$ cat src/design/muldiv_consts.svh
//------------------
// Widths, opcode fields and divider step count for the multiply/divide
// unit. Include it wherever one of these macros is used.
//------------------
`ifndef MULDIV_CONSTS_SVH
`define MULDIV_CONSTS_SVH

// Data and register index widths
`define MULDIV_XLEN       32
`define MULDIV_REG_IDX_W  5

// R-type integer major opcode
`define MULDIV_OPCODE_OP  7'b0110011

// funct7 of the M extension
`define MULDIV_FUNCT7_M   7'b0000001

// One quotient bit per step
`define MULDIV_DIV_STEPS  32

`endif

$ cat src/design/muldiv_pkg.sv
//------------------
// Types shared by the multiply/divide unit: data words, operation
// encodings and the request and result structs between stages.
//------------------
`include "muldiv_consts.svh"

package muldiv_pkg;

    typedef logic [`MULDIV_XLEN-1:0]      word_t;
    typedef logic [`MULDIV_REG_IDX_W-1:0] reg_idx_t;

    // funct3 encodings of the M extension
    typedef enum logic [2:0] {
        OP_MUL    = 3'b000,
        OP_MULH   = 3'b001,
        OP_MULHSU = 3'b010,
        OP_MULHU  = 3'b011,
        OP_DIV    = 3'b100,
        OP_DIVU   = 3'b101,
        OP_REM    = 3'b110,
        OP_REMU   = 3'b111
    } muldiv_op_e;

    typedef enum logic [1:0] {
        DIV_IDLE,
        DIV_RUN,
        DIV_DONE
    } div_state_e;

    typedef struct packed {
        logic       valid;
        muldiv_op_e op;
        reg_idx_t   rd;
        word_t      a;
        word_t      b;
    } mul_req_t;

    typedef struct packed {
        logic       valid;
        muldiv_op_e op;
        reg_idx_t   rd;
        word_t      a;
        word_t      b;
    } div_req_t;

    typedef struct packed {
        logic     valid;
        reg_idx_t rd;
        word_t    value;
    } result_t;

endpackage

$ cat src/design/muldiv_decode.sv
//------------------
// Decode stage. Picks M-extension ops out of the incoming R-type
// instruction and registers a request for the multiplier or divider.
//------------------
`timescale 1ns/1ns
`include "muldiv_consts.svh"

module muldiv_decode
    import muldiv_pkg::*;
(
     input  logic     clk_i
    ,input  logic     rst_n_i
    ,input  logic     opcode_valid_i
    ,input  word_t    opcode_i
    ,input  word_t    ra_operand_i
    ,input  word_t    rb_operand_i
    ,input  logic     div_busy_i
    ,output logic     busy_o
    ,output mul_req_t mul_req_o
    ,output div_req_t div_req_o
);

logic [2:0] funct3;
logic       is_m_op;
logic       accept;

always_comb begin
    funct3  = opcode_i[14:12];
    is_m_op = (opcode_i[6:0] == `MULDIV_OPCODE_OP) && (opcode_i[31:25] == `MULDIV_FUNCT7_M);
    accept  = opcode_valid_i && is_m_op && !busy_o;
end

// Busy covers the cycle before the divider leaves idle
assign busy_o = div_busy_i || div_req_o.valid;

always_ff @(posedge clk_i or negedge rst_n_i) begin
    if (!rst_n_i) begin
        mul_req_o <= '0;
        div_req_o <= '0;
    end else begin
        // funct3[2] splits multiplies from divides
        mul_req_o.valid <= accept && !funct3[2];
        mul_req_o.op    <= muldiv_op_e'(funct3);
        mul_req_o.rd    <= opcode_i[11:7];
        mul_req_o.a     <= ra_operand_i;
        mul_req_o.b     <= rb_operand_i;

        div_req_o.valid <= accept && funct3[2];
        div_req_o.op    <= muldiv_op_e'(funct3);
        div_req_o.rd    <= opcode_i[11:7];
        div_req_o.a     <= ra_operand_i;
        div_req_o.b     <= rb_operand_i;
    end
end

endmodule

$ cat src/design/muldiv_multiplier.sv
//------------------
// Two-stage pipelined multiplier for MUL, MULH, MULHSU and MULHU.
// Takes a new request every cycle, result two cycles later.
//------------------
`timescale 1ns/1ns
`include "muldiv_consts.svh"

module muldiv_multiplier
    import muldiv_pkg::*;
(
     input  logic     clk_i
    ,input  logic     rst_n_i
    ,input  mul_req_t mul_req_i
    ,output result_t  mul_res_o
);

logic                           a_signed;
logic                           b_signed;
logic signed [`MULDIV_XLEN:0]   a_ext;
logic signed [`MULDIV_XLEN:0]   b_ext;
logic signed [2*`MULDIV_XLEN-1:0] product;

logic                           s1_valid_q;
logic                           s1_high_q;
reg_idx_t                       s1_rd_q;
logic [2*`MULDIV_XLEN-1:0]      s1_prod_q;

//------------------
// Stage 1
//------------------
always_comb begin
    a_signed = (mul_req_i.op == OP_MULH) || (mul_req_i.op == OP_MULHSU);
    b_signed = (mul_req_i.op == OP_MULH);
    a_ext    = {a_signed && mul_req_i.a[`MULDIV_XLEN-1], mul_req_i.a};
    b_ext    = {b_signed && mul_req_i.b[`MULDIV_XLEN-1], mul_req_i.b};
    // 33x33 signed covers every sign mix, low 64 bits kept
    product  = a_ext * b_ext;
end

always_ff @(posedge clk_i or negedge rst_n_i) begin
    if (!rst_n_i) begin
        s1_valid_q <= 1'b0;
        s1_high_q  <= 1'b0;
        s1_rd_q    <= '0;
        s1_prod_q  <= '0;
    end else begin
        s1_valid_q <= mul_req_i.valid;
        s1_high_q  <= (mul_req_i.op != OP_MUL);
        s1_rd_q    <= mul_req_i.rd;
        s1_prod_q  <= product;
    end
end

//------------------
// Stage 2
//------------------
always_ff @(posedge clk_i or negedge rst_n_i) begin
    if (!rst_n_i) begin
        mul_res_o <= '0;
    end else begin
        mul_res_o.valid <= s1_valid_q;
        mul_res_o.rd    <= s1_rd_q;
        if (s1_high_q) begin
            mul_res_o.value <= s1_prod_q[2*`MULDIV_XLEN-1:`MULDIV_XLEN];
        end else begin
            mul_res_o.value <= s1_prod_q[`MULDIV_XLEN-1:0];
        end
    end
end

endmodule

$ cat src/design/muldiv_divider.sv
//------------------
// Iterative radix-2 restoring divider for DIV, DIVU, REM and REMU.
// Divide by zero and signed overflow finish without iterating. The
// result is held in DIV_DONE until writeback takes it.
//------------------
`timescale 1ns/1ns
`include "muldiv_consts.svh"

module muldiv_divider
    import muldiv_pkg::*;
(
     input  logic     clk_i
    ,input  logic     rst_n_i
    ,input  div_req_t div_req_i
    ,input  logic     div_taken_i
    ,output logic     div_busy_o
    ,output result_t  div_res_o
);

localparam int CNT_W = $clog2(`MULDIV_DIV_STEPS);

div_state_e             state_q;
logic [CNT_W-1:0]       cnt_q;
reg_idx_t               rd_q;
logic                   want_rem_q;
logic                   neg_quot_q;
logic                   neg_rem_q;
word_t                  quot_q;
word_t                  rem_q;
word_t                  dvsr_q;
word_t                  result_q;

logic                   signed_op;
logic                   want_rem;
logic                   a_neg;
logic                   b_neg;
word_t                  a_mag;
word_t                  b_mag;
logic                   div_zero;
logic                   overflow;
logic                   start;
logic                   last_step;
logic [`MULDIV_XLEN:0]  rem_shift;
logic [`MULDIV_XLEN:0]  rem_diff;
word_t                  quot_next;
word_t                  rem_next;

always_comb begin
    signed_op = (div_req_i.op == OP_DIV) || (div_req_i.op == OP_REM);
    want_rem  = (div_req_i.op == OP_REM) || (div_req_i.op == OP_REMU);
    a_neg     = signed_op && div_req_i.a[`MULDIV_XLEN-1];
    b_neg     = signed_op && div_req_i.b[`MULDIV_XLEN-1];
    a_mag     = a_neg ? -div_req_i.a : div_req_i.a;
    b_mag     = b_neg ? -div_req_i.b : div_req_i.b;
    div_zero  = (div_req_i.b == '0);
    overflow  = signed_op && (div_req_i.a == {1'b1, {(`MULDIV_XLEN-1){1'b0}}})
                && (&div_req_i.b);
    start     = (state_q == DIV_IDLE) && div_req_i.valid;
    last_step = (cnt_q == CNT_W'(`MULDIV_DIV_STEPS - 1));

    // Shift one dividend bit into the partial remainder
    rem_shift = {rem_q, quot_q[`MULDIV_XLEN-1]};
    rem_diff  = rem_shift - {1'b0, dvsr_q};
    if (rem_diff[`MULDIV_XLEN]) begin
        rem_next  = rem_shift[`MULDIV_XLEN-1:0];
        quot_next = {quot_q[`MULDIV_XLEN-2:0], 1'b0};
    end else begin
        rem_next  = rem_diff[`MULDIV_XLEN-1:0];
        quot_next = {quot_q[`MULDIV_XLEN-2:0], 1'b1};
    end
end

//------------------
// FSM
//------------------
always_ff @(posedge clk_i or negedge rst_n_i) begin
    if (!rst_n_i) begin
        state_q <= DIV_IDLE;
    end else begin
        case (state_q)
            DIV_IDLE: begin
                if (div_req_i.valid) begin
                    state_q <= (div_zero || overflow) ? DIV_DONE : DIV_RUN;
                end
            end
            DIV_RUN: begin
                if (last_step) begin
                    state_q <= DIV_DONE;
                end
            end
            DIV_DONE: begin
                if (div_taken_i) begin
                    state_q <= DIV_IDLE;
                end
            end
            default: state_q <= DIV_IDLE;
        endcase
    end
end

//------------------
// Datapath
//------------------
always_ff @(posedge clk_i) begin
    if (start) begin
        rd_q       <= div_req_i.rd;
        want_rem_q <= want_rem;
        neg_quot_q <= a_neg ^ b_neg;
        neg_rem_q  <= a_neg;
        quot_q     <= a_mag;
        rem_q      <= '0;
        dvsr_q     <= b_mag;
        cnt_q      <= '0;
        // Only the early-exit cases use this value
        if (div_zero) begin
            result_q <= want_rem ? div_req_i.a : '1;
        end else begin
            result_q <= want_rem ? '0 : div_req_i.a;
        end
    end else if (state_q == DIV_RUN) begin
        quot_q <= quot_next;
        rem_q  <= rem_next;
        cnt_q  <= cnt_q + 1'b1;
        // Sign fix, final on the last step
        if (want_rem_q) begin
            result_q <= neg_rem_q ? -rem_next : rem_next;
        end else begin
            result_q <= neg_quot_q ? -quot_next : quot_next;
        end
    end
end

assign div_busy_o      = (state_q != DIV_IDLE);
assign div_res_o.valid = (state_q == DIV_DONE);
assign div_res_o.rd    = rd_q;
assign div_res_o.value = result_q;

endmodule

$ cat src/design/muldiv_writeback.sv
//------------------
// Writeback stage. Merges multiplier and divider results into one
// registered writeback port. The multiplier always wins, the divider
// holds its result until taken.
//------------------
`timescale 1ns/1ns

module muldiv_writeback
    import muldiv_pkg::*;
(
     input  logic    clk_i
    ,input  logic    rst_n_i
    ,input  result_t mul_res_i
    ,input  result_t div_res_i
    ,output logic    div_taken_o
    ,output result_t wb_o
);

result_t sel;

always_comb begin
    // Multiplier has no stall path
    if (mul_res_i.valid) begin
        sel = mul_res_i;
    end else begin
        sel = div_res_i;
    end
    div_taken_o = div_res_i.valid && !mul_res_i.valid;
end

always_ff @(posedge clk_i or negedge rst_n_i) begin
    if (!rst_n_i) begin
        wb_o <= '0;
    end else begin
        wb_o <= sel;
    end
end

endmodule

$ cat src/design/muldiv_unit.sv
//------------------
// Multiply/divide execution unit. One decoded R-type instruction per
// strobe in, one tagged writeback pulse per M-extension result out.
// Do not strobe while busy_o is high.
//------------------
`timescale 1ns/1ns

module muldiv_unit
    import muldiv_pkg::*;
(
     input  logic     clk_i
    ,input  logic     rst_n_i
    ,input  logic     opcode_valid_i
    ,input  word_t    opcode_i
    ,input  word_t    ra_operand_i
    ,input  word_t    rb_operand_i
    ,output logic     busy_o
    ,output logic     writeback_valid_o
    ,output reg_idx_t writeback_rd_idx_o
    ,output word_t    writeback_value_o
);

mul_req_t mul_req;
div_req_t div_req;
result_t  mul_res;
result_t  div_res;
result_t  wb;
logic     div_busy;
logic     div_taken;

muldiv_decode
u_decode
(
     .clk_i(clk_i)
    ,.rst_n_i(rst_n_i)
    ,.opcode_valid_i(opcode_valid_i)
    ,.opcode_i(opcode_i)
    ,.ra_operand_i(ra_operand_i)
    ,.rb_operand_i(rb_operand_i)
    ,.div_busy_i(div_busy)
    ,.busy_o(busy_o)
    ,.mul_req_o(mul_req)
    ,.div_req_o(div_req)
);

muldiv_multiplier
u_mul
(
     .clk_i(clk_i)
    ,.rst_n_i(rst_n_i)
    ,.mul_req_i(mul_req)
    ,.mul_res_o(mul_res)
);

muldiv_divider
u_div
(
     .clk_i(clk_i)
    ,.rst_n_i(rst_n_i)
    ,.div_req_i(div_req)
    ,.div_taken_i(div_taken)
    ,.div_busy_o(div_busy)
    ,.div_res_o(div_res)
);

muldiv_writeback
u_wb
(
     .clk_i(clk_i)
    ,.rst_n_i(rst_n_i)
    ,.mul_res_i(mul_res)
    ,.div_res_i(div_res)
    ,.div_taken_o(div_taken)
    ,.wb_o(wb)
);

assign writeback_valid_o  = wb.valid;
assign writeback_rd_idx_o = wb.rd;
assign writeback_value_o  = wb.value;

endmodule

$ cat config.mk
export PLATFORM = sky130hd
export DESIGN_NAME = muldiv_unit
export DESIGN_NICKNAME = d
export VERILOG_FILES = /design/src/design/muldiv_pkg.sv /design/src/design/muldiv_decode.sv /design/src/design/muldiv_multiplier.sv /design/src/design/muldiv_divider.sv /design/src/design/muldiv_writeback.sv /design/src/design/muldiv_unit.sv
export VERILOG_INCLUDE_DIRS = /design/src /design/src/design
export SDC_FILE = /design/constraint.sdc
export NUM_CORES = 2
export LEC_CHECK = 0
export BUFFER_PORTS_ARGS = -buffer_cell sky130_fd_sc_hd__clkbuf_2
export CAP_MARGIN = 20
export CORE_MARGIN = 8
export CORE_UTILIZATION = 35
export DETAILED_ROUTE_END_ITERATION = 8
export PLACE_DENSITY_LB_ADDON = 0.2
export REMOVE_ABC_BUFFERS = 1
export SYNTH_ARGS = -nofsm -noshare
export SYNTH_HDL_FRONTEND = slang
export SYNTH_SLANG_ARGS = --single-unit
$ cat constraint.sdc
create_clock -name clk_i -period 21.1 [get_ports clk_i]
set_input_delay 3.165 -clock clk_i [delete_from_list [all_inputs] [get_ports clk_i]]
set_output_delay 3.165 -clock clk_i [all_outputs]
set_load 0.005 [all_outputs]
# == Word level (Yosys, flattened, before mapping) ==
# Cells that the tools add are included.
# W data, S select, Z words.
# totals
reg_bits,364
latchBits,0
ramBits,0
mem_bits_ro,0
output_inout_bits,39
elab_cells,97
n_memories,0
# op_classes
add_sub_neg,6
mul,1
n_div,0
n_lt_le_gt_ge,0
n_eq_ne,14
n_shift,0
muxes,21
n_bitwise,1
reduce_logical,28
# ops
operator,count
$mux W32,14
$neg A32 Y32,4
$mul A33 B33 Y64,1
$mux W38,1
$sub A33 B32 Y33,1
$eq A32 B32 Y1 const B,1
$logic_not A32 Y1,1
$reduce_and A32 Y1,1
$logic_and A1 B1 Y1,13
$eq A3 B3 Y1 const B,3
$mux W2,4
$eq A7 B1 Y1 const B,1
$eq A7 B6 Y1 const B,1
$pmux W2 S3,1
$add A5 B1 Y5 const B,1
$eq A5 B5 Y1 const B,1
$logic_or A1 B1 Y1,5
$ne A2 B2 Y1 const B,2
$reduce_bool A2 Y1,2
$eq A3 B1 Y1 const B,1
$eq A3 B2 Y1 const B,1
$logic_not A1 Y1,3
$reduce_and A3 Y1,1
$reduce_bool A3 Y1,1
other kinds (6),6

# == Depth between registers and ports, before layout ==
# logic_depth
word_depth,8
depth_mapped,34
mapped_depth_nobuf,32

# == Cells and area by module ==
# A second synthesis with hierarchy kept.
# hier_totals
hier_cells,5940
hier_area_um2,56355.3
# modules_own_cells
mod,instances,cells_each,area_each_um2
muldiv_multiplier,1,4330,40805.4
muldiv_divider,1,1374,11623.6
muldiv_decode,1,155,2478.6
muldiv_writeback,1,81,1447.6

# == Least setup slack after synthesis ==
# No wires, ideal clock.
# synth_timing
path_kind,register to register
from,register u_decode.mul_req_o[69] (netlist name)
to,register u_mul.s1_prod_q[63]
setup_time_ns,0.124
arrival_ns,8.385
required_time_ns,20.976
setup_slack_ns,12.590
path_stages_with_launch,29
n_path_buf,1
synth_period_minus_slack_ns,8.510
cell_sequence,dfrtp_1 xnor2_1 nor2_1 and2_0 clkbuf_1 nand2_1 fa_1 fa_1 inv_1 fa_1 inv_1 fa_1 inv_1 fa_1 fa_1 fa_1 inv_1 fa_1 inv_1 ha_1 inv_1 or3_1 o31ai_1 o21ai_1 o31ai_1 a21oi_1 o21ai_1 a21oi_1 xnor2_1
# synth_via
elab_chain_len,4
elab_cells_between_ends,6
classes_between,mul (1); eq/ne (2); reduce/logical (3)
# synth_lines
item,line,source
start: declaration,muldiv_decode.sv:19,",output mul_req_t mul_req_o"
$eq A3 B1 Y1 / $eq A3 B2 Y1 (equally long branches),"muldiv_multiplier.sv:32, muldiv_multiplier.sv:33",
$logic_or A1 B1 Y1,muldiv_multiplier.sv:32,a_signed = (mul_req_i.op == OP_MULH) || (mul_req_i.op == OP_MULHSU);
$logic_and A1 B1 Y1,muldiv_multiplier.sv:34,"a_ext = {a_signed && mul_req_i.a[`MULDIV_XLEN-1], mul_req_i.a};"
$mul A33 B33 Y64 *,muldiv_multiplier.sv:37,product = a_ext * b_ext;
net u_mul.product[63],muldiv_multiplier.sv:21,logic signed [2*`MULDIV_XLEN-1:0] product;
end signal: assignment,muldiv_multiplier.sv:50,s1_prod_q <= product;
end: declaration,muldiv_multiplier.sv:26,logic [2*`MULDIV_XLEN-1:0] s1_prod_q;
# Mark *: on every way through the listed nets, which the timed path passes. The rest lies on a longest branch.
# A chain may end at the register's enable or synchronous reset.

# == Final worst setup path ==
# Same ends and word-level chain as after synthesis.

==> flow_summary.ini <==
[cells_and_area]
multi_input_area_mm2 = 0.0397
area_growth_pct = 7.85
fill_cells = 15700
regArea_mm2 = 0.00946
drive_gt1_share_pct = 7.25
final_nets = 7227
fin_cells = 7852

[timing]
setup_viol = 0
rsz0062_at_grt = no
clock_skew_ns = 0.0570
final_max_slew_viol_count = 0
finalHoldViolCount = 0
slew_headroom_pct = 30.9
worst_slew_pin_slew_ns = 1.03
tns_ns = 0
fin_crit_ns = 9.97
max_freq_ghz = 0.100
period_share_pct = 47.3

[critical_path]
worstSetupEndpointType = flop
start_kind = flop
path_class = reg2reg
required_ns = 21.63
rr_endpoint = u_mul.s1_prod_q[63]
cp.arrival_ns = 10.50
reg2reg_depth = 29
cp_common_cell = fa_1
critPathMaxStageDelay_ns = 1.03
cp_slowest_cell = fa_1
rrSetupSlack_ns = 11.13
r2r-start = u_decode.mul_req_o[69]
crit_fanout = 21

[detailed_routing]
antenna_left = 0
wl_per_cell_um = 21.5
drc = 0
drt-total-wl_um = 169000
viasPerCell = 5.04
vias = 39600
dr.pass1.iters = 6
drtIter0Drc = 2752

[outcome]
status = finished clean

[floorplan]
ioPinCount = 138
die_area_mm2 = 0.170
core_mm2 = 0.156
dieWidth_um = 413
initial_utilization_pct = 35.3
placementRows = 145
fp.dieH_um = 413

[yosys]
ys_seq_area_share_pct = 17.1
synthTopCellsByArea = fa_1 41%, dfrtp_1 10%, inv_1 8.4%
synth_top_area_share_pct = 40.9
syn_area_mm2 = 0.0551
async_flop_share_pct = 61.3
synth_ff_type = dfrtp_1
synth_edf_count = 104
synth_largest_area_cell = fa_1
netlist_instances = 5809
ys_ff_latch = 364
syn_area_per_cell_um2 = 9.48
yosysUniqueCellTypes = 85
ys_warn_count = 0

[worst_hold_path]
holdCritStartpoint = u_decode.mul_req_o[72]
min_path_cells = 0
hold_class = reg2reg
hold-path-endpoint = u_mul.s1_valid_q

[clocking]
post_cts_buffers = 0
cts_max_level = 2
cts_buffer_depth = 3
path_clk_slew_ns = 0.05
cts_hold_buffers = 0
postCtsResizedCells = 0
clkLatencyLatePin_ns = 0.66
root_buffer = clkbuf_16
cts_tree = done
cts_buffers = 47
clock-sinks = 364

[placement]
port_buffers = 127
dp_hpwl_um = 128000
place_inst = 7760
routabilityCongestion = 0.867

[grt]
grt-ovfl-total = 0
grt_max_degree = 97
grt_pass1_vias = 42700
grt_use_total_pct = 20.1
antenna_found_initial = 15
grt_first_pass_wirelength_um = 263000

[job]
drv_cap = 0
==> worst max path at each step <==
stage / endpoint / slack, ns / startpoint / cells past startpoint
floorplan: u_mul.s1_prod_q[63] / 12.23 / u_decode.div_req_o[63] / 25
global placement: u_mul.s1_prod_q[63] / 11.15 / u_decode.mul_req_o[69] / 29
detailed placement: u_mul.s1_prod_q[63] / 11.08 / u_decode.mul_req_o[69] / 29
CTS: u_mul.s1_prod_q[63] / 11.03 / u_decode.mul_req_o[69] / 29
global route: u_mul.s1_prod_q[63] / 10.47 / u_decode.mul_req_o[69] / 29
finish: u_mul.s1_prod_q[63] / 11.13 / u_decode.mul_req_o[69] / 29
==> layer usage <==
layer	global-route usage, %	share of wire [%]	up-vias	wire length [um]
met2	33.9	48	1062	81200
li1	-	-	17400	-
met3	2.32	5.3	244	9040
met1	27.3	43	20900	73200
met4	5.91	3.3	0	5560
met5	0	0	-	0
==> flip-flops by register name (all words and copies together), names as in the netlist, 5 cells and up <==
register            cells
u_decode.div_req_o     65
u_decode.mul_req_o      9
u_div.cnt_q             5
u_div.dvsr_q           32
u_div.quot_q           32
u_div.rd_q              5
u_div.rem_q            32
u_div.result_q         32
u_mul.mul_res_o        38
u_mul.s1_prod_q        64
u_mul.s1_rd_q           5
u_wb.wb_o              38
==> synth_stat cells (4+ instances only) <==
| master | instances |
|---|---|
| xnor2_1 | 128 |
| nand4_1 | 28 |
| o2111ai_1 | 5 |
| a22o_1 | 4 |
| o211ai_1 | 17 |
| dfrtp_1 | 223 |
| o31ai_1 | 20 |
| nor2b_1 | 17 |
| a21o_1 | 64 |
| xor2_1 | 88 |
| clkbuf_1 | 233 |
| a211oi_1 | 23 |
| nor3_1 | 36 |
| o21bai_1 | 14 |
| a21boi_0 | 4 |
| and3_1 | 23 |
| o21a_1 | 19 |
| mux2i_1 | 28 |
| nand2b_1 | 27 |
| nor4_1 | 30 |
| ha_1 | 251 |
| or4_1 | 9 |
| and2_1 | 285 |
| or2_2 | 12 |
| o21ai_0 | 162 |
| a2111oi_0 | 6 |
| inv_1 | 1236 |
| edfxtp_1 | 104 |
| o31a_1 | 9 |
| a21oi_1 | 154 |
| dfxtp_1 | 37 |
| nand3_1 | 24 |
| buf_2 | 8 |
| o21ai_1 | 8 |
| a31oi_1 | 11 |
| nand2_1 | 917 |
| nor3b_1 | 9 |
| buf_1 | 87 |
| a211o_1 | 4 |
| mux2_2 | 70 |
| fa_1 | 1126 |
| or3_1 | 22 |
| nor2_1 | 147 |
| o41ai_1 | 10 |
==> area by class of cell <==
cell class | instances | area share (%)
timing repair buffer | 224 | 2.31
clock inverter | 22 | 0.470
inverter | 1238 | 7.82
sequential | 364 | 15.9
antenna | 4 | 0.0168
tap | 2058 | 4.33
clock buffer | 66 | 2.24
multi-input combinational | 3876 | 66.9
==> per-stage QoR <==
stage                     hold WS, ns  worst slack (ns)  utilization [%]  cell area [um2]
after floorplan                 0.331             12.23                -            53800
after global placement          0.332             11.15             37.0            57800
after detailed placement        0.336             11.08             37.0            57800
after CTS                       0.347             11.03             38.0            59400
after global routing            0.352             10.47             38.0            59400
final                           0.345             11.13             38.0            59400
==> kinds of logic after synthesis <==
logic type	Yosys count	synth area share, %
mux	99	1.96
fa+ha+maj	1377	46.6
simple gates	1609	13.5
flops	364	17.1
xor+xnor	216	3.43
compound gates	575	6.64
buf+inv	1569	10.7
==> critical path, delay by kind of cell (launching register included) <==
kind,cells,cell delay (ns)
adders and majority gates,9,5.28
buffers and inverters,8,1.43
AOI/OAI and AO/OA,6,1.43
and+or+nand+nor,4,0.92
DFF,1,0.44
xor gates and xnor gates,2,0.31
==> layout by cell type (no fill, tap or decap), types with 24 or more instances in the layout <==
| cell | count |
|---|---|
| inv_1 | 1235 |
| nor4_1 | 30 |
| fa_1 | 1126 |
| clkbuf_2 | 126 |
| dfxtp_1 | 37 |
| nor2_1 | 146 |
| nand2b_1 | 27 |
| ha_1 | 251 |
| nor3_1 | 36 |
| mux2_2 | 70 |
| dfrtp_1 | 207 |
| a21oi_1 | 154 |
| edfxtp_1 | 104 |
| buf_4 | 96 |
| mux2i_1 | 28 |
| nand2_1 | 916 |
| a21o_1 | 64 |
| and2_1 | 284 |
| clkbuf_16 | 50 |
| o21ai_0 | 162 |
| xor2_1 | 88 |
| xnor2_1 | 128 |
| nand4_1 | 28 |
| nand3_1 | 24 |
Power is left out: the tool's default activity adds up to more than one toggle a clock period on the data nets, which glitch-free logic cannot reach.
